File: config.mk
export PLATFORM = sky130hd
export DESIGN_NAME = cmplx_mult
export DESIGN_NICKNAME = d
export VERILOG_FILES = /design/src/source/cmul_pkg.sv /design/src/source/mac_stage.sv /design/src/source/half_product.sv /design/src/source/round_half_up.sv /design/src/source/cmplx_mult.sv
export SDC_FILE = /design/constraint.sdc
export NUM_CORES = 2
export LEC_CHECK = 0
export BUFFER_PORTS_ARGS = -buffer_cell sky130_fd_sc_hd__buf_2
export CAP_MARGIN = 5
export CORE_MARGIN = 5
export CORE_UTILIZATION = 55
export CTS_BUF_LIST = sky130_fd_sc_hd__clkbuf_8
export DETAILED_ROUTE_END_ITERATION = 7
export PLACE_DENSITY_LB_ADDON = 0.3
export SKIP_CTS_REPAIR_TIMING = 1
export SLEW_MARGIN = 20
export SYNTH_ARGS = -nofsm -noshare
export SYNTH_HDL_FRONTEND = slang
export SYNTH_SLANG_ARGS = --single-unit
File: constraint.sdc
create_clock -name clk -period 15.3 [get_ports clk]
set_input_delay 1.53 -clock clk [delete_from_list [all_inputs] [get_ports clk]]
set_output_delay 1.53 -clock clk [all_outputs]
set_load 0.03 [all_outputs]
File: src/source/cmul_pkg.sv
/* widths, pipeline depth and the sample, complex, product and accumulator
   types shared by the complex multiplier */
package cmul_pkg;

  // one real or imaginary part
  localparam int data_w = 18;

  // a*b +/- c*d at full precision, one growth bit for the sum
  localparam int prod_w = 2 * data_w + 1;

  // result width of the multiply-accumulate block
  localparam int acc_w = 41;

  // enabled edges from operands at the ports to the rounded result
  // two in the first mac, one in the cascaded mac, one in the rounder
  localparam int pipe_depth = 4;

  // signed fixed-point sample
  typedef logic signed [data_w-1:0] sample_t;

  // complex sample, real part in the upper half
  typedef struct packed {
    sample_t re;
    sample_t im;
  } cplx_t;

  // full precision half product before rounding
  typedef logic signed [prod_w-1:0] prod_t;

  // accumulator and cascade path of the mac block
  typedef logic signed [acc_w-1:0] acc_t;

endpackage

File: src/source/mac_stage.sv
/* registered multiply-accumulate stage modeled on an 18x18 DSP block,
   with optional cascade input and subtract */
module mac_stage #(
  // cascade set: p = carry_in +/- a*b, else p = a*b
  parameter bit cascade  = 1'b0,
  // only meaningful with cascade set
  parameter bit subtract = 1'b0
) (
  input  logic              clk,
  input  logic              rst,
  input  logic              clk_en,
  input  cmul_pkg::sample_t mcand_a,
  input  cmul_pkg::sample_t mcand_b,
  input  cmul_pkg::acc_t    carry_in,
  output cmul_pkg::acc_t    p_out
);
  import cmul_pkg::*;

  sample_t a_reg;
  sample_t b_reg;
  acc_t    prod;
  acc_t    p_next;
  acc_t    p_reg;

  // input registers of the block, first enabled edge
  always_ff @(posedge clk) begin
    if (rst) begin
      a_reg <= '0;
      b_reg <= '0;
    end else if (clk_en) begin
      a_reg <= mcand_a;
      b_reg <= mcand_b;
    end
  end

  // signed 18x18 multiply
  // both operands sign extended so the product lands in acc width
  assign prod = acc_t'(a_reg) * acc_t'(b_reg);

  // post-adder on the cascade path
  always_comb begin
    if (!cascade) begin
      p_next = prod;
    end else if (subtract) begin
      p_next = carry_in - prod;
    end else begin
      p_next = carry_in + prod;
    end
  end

  // product register, second enabled edge
  always_ff @(posedge clk) begin
    if (rst) begin
      p_reg <= '0;
    end else if (clk_en) begin
      p_reg <= p_next;
    end
  end

  // p_out also serves as the cascade output to the next stage
  assign p_out = p_reg;

endmodule

File: src/source/half_product.sv
/* half of the complex product, a*b - c*d or a*b + c*d, from two cascaded
   mac stages with the c/d alignment delay and truncation to prod_w bits */
module half_product #(
  // one gives a*b - c*d, zero gives a*b + c*d
  parameter bit minus = 1'b1
) (
  input  logic              clk,
  input  logic              rst,
  input  logic              clk_en,
  input  cmul_pkg::sample_t a,
  input  cmul_pkg::sample_t b,
  input  cmul_pkg::sample_t c,
  input  cmul_pkg::sample_t d,
  output cmul_pkg::prod_t   half_prod
);
  import cmul_pkg::*;

  // second operand pair, delayed as one word
  typedef struct packed {
    sample_t c;
    sample_t d;
  } cd_pair_t;

  cd_pair_t cd_dly;
  acc_t     ab_acc;
  acc_t     sum_acc;

  // c and d go one enabled edge behind a and b, so the second
  // stage sees its operands when the first product is registered
  always_ff @(posedge clk) begin
    if (rst) begin
      cd_dly <= '0;
    end else if (clk_en) begin
      cd_dly <= {c, d};
    end
  end

  // a*b, nothing to add yet
  mac_stage #(
    .cascade  (1'b0),
    .subtract (1'b0)
  ) i_mac_ab (
    .clk      (clk),
    .rst      (rst),
    .clk_en   (clk_en),
    .mcand_a  (a),
    .mcand_b  (b),
    .carry_in ('0),
    .p_out    (ab_acc)
  );

  // a*b -/+ c*d, ready three enabled edges after a, b, c, d were sampled
  mac_stage #(
    .cascade  (1'b1),
    .subtract (minus)
  ) i_mac_cd (
    .clk      (clk),
    .rst      (rst),
    .clk_en   (clk_en),
    .mcand_a  (cd_dly.c),
    .mcand_b  (cd_dly.d),
    .carry_in (ab_acc),
    .p_out    (sum_acc)
  );

  // the sum of two 18x18 products fits in prod_w bits
  // everything above is a copy of the sign
  assign half_prod = sum_acc[prod_w-1:0];

endmodule

File: src/source/round_half_up.sv
/* registered rounding of a full precision half product to data_w bits,
   half toward plus infinity, no saturation */
module round_half_up (
  input  logic              clk,
  input  logic              rst,
  input  logic              clk_en,
  input  cmul_pkg::prod_t   full,
  output cmul_pkg::sample_t rounded
);
  import cmul_pkg::*;

  logic [data_w:0]   kept;
  logic [data_w-1:0] sum;

  // top bit of full only repeats the one below it, drop it
  // and keep one bit under the output lsb for rounding
  assign kept = full[2*data_w-1:data_w-1];

  // add the half bit into the upper data_w bits
  // exact halves go up for both signs
  assign sum = kept[data_w:1] + {{(data_w-1){1'b0}}, kept[0]};

  // output register
  always_ff @(posedge clk) begin
    if (rst) begin
      rounded <= '0;
    end else if (clk_en) begin
      rounded <= sum;
    end
  end

endmodule

File: src/source/cmplx_mult.sv
/* pipelined signed complex multiplier h = q*t for FFT butterflies,
   two half products and two rounders, four enabled edges deep */
module cmplx_mult (
  input  logic            clk,
  input  logic            rst,
  input  logic            clk_en,
  input  cmul_pkg::cplx_t q,
  input  cmul_pkg::cplx_t t,
  output cmul_pkg::cplx_t h
);
  import cmul_pkg::*;

  prod_t   re_full;
  prod_t   im_full;
  sample_t re_rnd;
  sample_t im_rnd;

  // real part q.re*t.re - q.im*t.im
  half_product #(
    .minus (1'b1)
  ) i_half_re (
    .clk       (clk),
    .rst       (rst),
    .clk_en    (clk_en),
    .a         (q.re),
    .b         (t.re),
    .c         (q.im),
    .d         (t.im),
    .half_prod (re_full)
  );

  // imaginary part q.im*t.re + q.re*t.im
  half_product #(
    .minus (1'b0)
  ) i_half_im (
    .clk       (clk),
    .rst       (rst),
    .clk_en    (clk_en),
    .a         (q.im),
    .b         (t.re),
    .c         (q.re),
    .d         (t.im),
    .half_prod (im_full)
  );

  // back to data_w bits, one more enabled edge
  round_half_up i_rnd_re (
    .clk     (clk),
    .rst     (rst),
    .clk_en  (clk_en),
    .full    (re_full),
    .rounded (re_rnd)
  );

  round_half_up i_rnd_im (
    .clk     (clk),
    .rst     (rst),
    .clk_en  (clk_en),
    .full    (im_full),
    .rounded (im_rnd)
  );

  assign h.re = re_rnd;
  assign h.im = im_rnd;

endmodule

[Word-level counts from Yosys, hierarchy flattened]
Index checks and enable logic that the tools add are counted.
Widths: inputs -> output; s select.
Word-level totals
  register bits: 306
Operators by class
  multiply operators: 4
  add/sub/neg operators: 4
Operators with widths (count)
  $mul 18x18->36: 4
  $add 18x1->18: 2
  $add 36x36->36: 1
  $sub 36x36->36: 1

[Logic depth before layout (Yosys ltp)]
  depth after elaboration: 2
  depth in mapped cells: 27

[Cells and area by module]
Synthesis repeated with hierarchy kept, for this count alone.
Unflattened totals
  cell total of the unflattened synthesis: 7437
  area, all modules: 68629.6 sq um
By module, submodules not included
  mac_stage (i_half_im.i_mac_cd): area an instance 17396.7 sq um, sequential area each 1541.5 sq um, cells each 1857, times used 1
  mac_stage (i_half_re.i_mac_cd): area an instance 17015.1 sq um, sequential area each 1541.5 sq um, cells each 1888, times used 1
  mac_stage (i_half_im.i_mac_ab): area an instance 14965.6 sq um, sequential area each 1441.4 sq um, cells each 1649, times used 1
  mac_stage (i_half_re.i_mac_ab): area an instance 14710.4 sq um, sequential area each 1441.4 sq um, cells each 1585, times used 1
  half_product: area an instance 1310.0 sq um, sequential area each 720.7 sq um, cells each 117, times used 2
  round_half_up: area an instance 960.9 sq um, sequential area each 360.3 sq um, cells each 112, times used 2

[Least setup slack after synthesis]
Ideal clock, no wire load.
  path kind: register to register
  start point: register i_half_re.i_mac_cd.a_reg[17]
  end point: register i_half_re.i_mac_cd.p_reg[35], in the netlist i_half_re.i_mac_cd.p_out[35]
  data arrival time: 6902 ps
  path slack: 8335 ps
  cell stages (with the launch flop): 26
  period minus slack after synthesis: 6965 ps
  cell sequence: dfxtp_1 clkbuf_1 clkbuf_1 nand2_1 inv_1 fa_1 fa_1 inv_1 fa_1 fa_1 fa_1 fa_1 inv_1 fa_1 inv_1 ha_1 nand2_1 nor3_1 nand4_1 a21oi_1 and3b_1 clkbuf_1 o41ai_2 a21oi_1 or3_1 nand3_1
Between the ends
  cells in the longest elaborated chain, start to end: 2
RTL lines
  start, declared: line mac_stage.sv:19  | sample_t a_reg;
  start signal, assigned: line mac_stage.sv:31  | a_reg <= mcand_a;
  $mul 18x18->36: line mac_stage.sv:38  | assign prod = acc_t'(a_reg) * acc_t'(b_reg);
  $sub 36x36->36: line mac_stage.sv:45  | p_next = carry_in - prod;
  end signal, assigned: line mac_stage.sv:56  | p_reg <= p_next;
  end, declared: line mac_stage.sv:23  | acc_t p_reg;
Every way passes these cells.
A chain may end at the register's enable or synchronous reset.

==> impl_metrics.toml <==
[place]
dp_slack_ns = 7.218
place_congestion = 0.9382
place_area_mm2 = 0.06068
io_buffer_count = 110
dpl.hpwl_um = 116000

[pwr]
switching_share_pct = 46.04
seq_power_share_pct = 26.4
p_per_area_mw_per_mm2 = 57.67
p_int_mw = 1.923
p_leak_nw = 29.19
p_clk_share_pct = 21.8
p_comb_share_pct = 51.8
switchingPower_mw = 1.640
vdd_drop_max_mv = 0.06459

[detailed_routing]
drt-total-wl_um = 145200
viasPerCell = 5.392
vias = 41920
drt_iter0_markers = 2225
drcViolationCount = 0
dr.pass1.iters = 5
ant_nets = 0
wl_per_cell_um = 18.68

[floorplanning]
rows = 120
core_area_mm2 = 0.1069
dieArea_mm2 = 0.1142
dieHeight_um = 337.9
start_util_pct = 55.31
io-pin-count = 111
fp.dieW_um = 337.9

[global_routing]
busiest_layer = "met2"
grt_max_degree = 81
globalRouteTotalUtil_pct = 26.84
grt_pass1_vias = 46300
use_met2_pct = 46.24
grtUsageMet3_pct = 4.431
antenna_found_initial = 8
grt_pass1_wl_um = 243000
globalRouteOverflowTotal = 0
use_met1_pct = 34.41

[timing]
setup_violations = 0
relSlewSlack_pct = 25.41
worst_pin_slew_ns = 1.117
setup_slack_ns = 7.174
period_needed_ns = 8.126
clock.fmax_mhz = 123.1
timing.final.hold_violations = 0
finalSetupTns_ns = 0
fin_worst_skew_ns = 0.06704
slew_violations = 0
fin_crit_sh_pct = 53.11
rsz0062_at_grt = "no"

[final_layout]
final_area_mm2 = 0.06178
drive_gt1_share_pct = 4.587
multi_input_area_mm2 = 0.04673
regArea_mm2 = 0.005450
area_growth_pct = 4.486
fill_cells = 9384
nNetsFinal = 8182

[cts]
clock_sinks = 272
cts_tree = "done"
cts_buffers = 54
root_buffer = "clkbuf_8"
clk_latency_ns = 0.75
clockBufferDepth = 3
cts_max_level = 2
clk_pin_slew_ns = 0.07

[synth]
synth-edff-count = 0
syn_area_mm2 = 0.05912
ys_seq_elements = 272
synthArstFlopShare_pct = 0
synth_cell_types = 74
yosys.area.top_type_share_pct = 46.62
yosysWarningCount = 0
yosys.area.top_type = "fa_1"
syn_nets = 8299
ys.flop_type = "dfxtp_1"
syn_avg_cell_area_um2 = 9.168
synth-seq-area-share_pct = 9.210
netlist_instances = 6449
yosys-top-cells-area = "fa_1, inv_1, dfxtp_1"

[critical_path]
cp_max_fo = 19
startpoint_type = "flip-flop"
cp.required_ns = 15.98
arrival_ns = 8.81
endpoint_kind = "flip-flop"
crit_type = "flip-flop to flip-flop"

[min_path]
min_path_type = "flip-flop to flip-flop"

[run_status]
status = "complete, no violations"

[job]
cap_violations = 0
[worst max-delay path, stage by stage, from the launching register on]
cell and delay [ns]:
dfxtp_1 0.85, buf_4 0.38, nand2_1 0.13, inv_1 0.12, fa_1 0.51, fa_1 0.58, inv_1 0.07, fa_1 0.86
fa_1 0.55, fa_1 0.52, fa_1 0.51, inv_1 0.05, fa_1 0.48, inv_1 0.05, ha_1 0.31, nand2_1 0.09
nor3_1 0.27, nand4_1 0.13, a21oi_1 0.16, and3b_1 0.33, o41ai_2 0.49, a21oi_1 0.19, or3_1 0.40, nand3_1 0.07
[power by group through the flow]
stage               clock [mW]  sequential, mW  combinational [mW]
finish                   0.775           0.942                1.85
CTS                      0.797           0.940                1.84
floorplan                    0           0.886                1.34
global route             0.828           0.952                2.07
global placement             0           0.953                1.78
detailed placement           0           0.954                1.83
[cells in the mapped netlist, types with 3 or more instances]
library cell,number
nand3_1,33
o211ai_1,14
o22ai_1,3
o311ai_1,3
o21a_1,20
nor2b_1,14
xor2_1,64
nand4_1,16
a22o_1,4
nor2_1,307
o21bai_1,16
o31ai_1,4
and3_1,12
xnor2_1,97
ha_1,398
a211oi_1,44
fa_1,1377
dfxtp_1,272
buf_1,23
clkbuf_1,332
nor3_1,21
inv_1,1495
o21ai_0,41
o221ai_1,3
mux2i_1,162
or3_1,13
o21ai_1,55
a311oi_1,8
a21oi_1,99
a221oi_1,4
a31oi_1,11
nand2_1,856
and2_1,473
a211o_1,4
o2111ai_1,4
nor4_1,3
a21o_1,56
nand2b_1,37
and4_1,5
o31a_1,4
[final timing paths]
kind | start | to | slack (ns) | depth (start not counted)
worst max-delay path | i_half_im.i_mac_cd.b_reg[2] | i_half_re.i_mac_cd.p_out[35] | 7.17 | 23
worst min-delay path | i_half_re.i_mac_ab.p_out[30] | i_half_re.i_mac_ab.p_out[30] | 0.45 | 2
worst max register to register | i_half_im.i_mac_cd.b_reg[2] | i_half_re.i_mac_cd.p_out[35] | 7.17 | 23
worst min register to register | i_half_re.i_mac_ab.p_out[30] | i_half_re.i_mac_ab.p_out[30] | 0.45 | 2
[per-stage QoR]
step                util (%)  total power, mW  std cells  hold WS [ns]
floorplan                  -            2.222       6449        0.4250
global placement       56.76            2.735       7679        0.4395
detailed placement     56.76            2.780       7679        0.4413
CTS                    57.77            3.581       7769        0.4514
global route           57.78            3.849       7771        0.4709
finish                 57.79            3.563       7774        0.4501
[routing by layer]
metal,up-vias,part of all wire (%)
met1,21640,40
li1,18690,-
met2,1283,49
met4,2,4.4
met3,298,6.7
met5,-,0.0090
[kinds of logic (layout without fill, tap and decap cells)]
logic type,count (synthesis),in the layout,share of synthesized area (%)
AOI/OAI and AO/OA,427,427,4.793
muxes,163,163,2.762
buffers and inverters,1854,1771,11.77
DFF,272,272,9.210
other,0,5,0
and+or+nand+nor,1797,1797,14.03
xor gates and xnor gates,161,161,2.385
adders and majority gates,1775,1775,55.05
[layout make-up]
type / count / area share [%]
multi-input cells: 4323 / 75.64
inverters: 1497 / 9.096
flip-flops and latches: 272 / 8.822
well taps: 1403 / 2.842
repair buffers: 184 / 1.821
clock buffers: 69 / 1.537
clock inverters: 21 / 0.2187
diodes: 5 / 0.02025
[cells in the final DEF (no fill, tap or decap), types with 5 or more instances in the layout]
cell type	n
o211ai_1	14
and3_1	12
nand4_1	16
xor2_1	64
and2_1	473
clkbuf_8	70
xnor2_1	97
a211oi_1	44
a31oi_1	11
a21oi_1	99
nand2b_1	37
o21ai_0	41
clkinv_2	11
mux2i_1	162
nand2_1	855
nand3_1	33
clkinvlp_4	6
dfxtp_1	268
nor2_1	305
and4_1	5
buf_4	74
o21ai_1	55
nor3_1	21
buf_2	108
o21a_1	20
nor2b_1	14
ha_1	398
o21bai_1	16
or3_1	13
a21o_1	56
inv_1	1497
fa_1	1377
a311oi_1	8
diode_2	5
(Power assumes the default switching activity.)
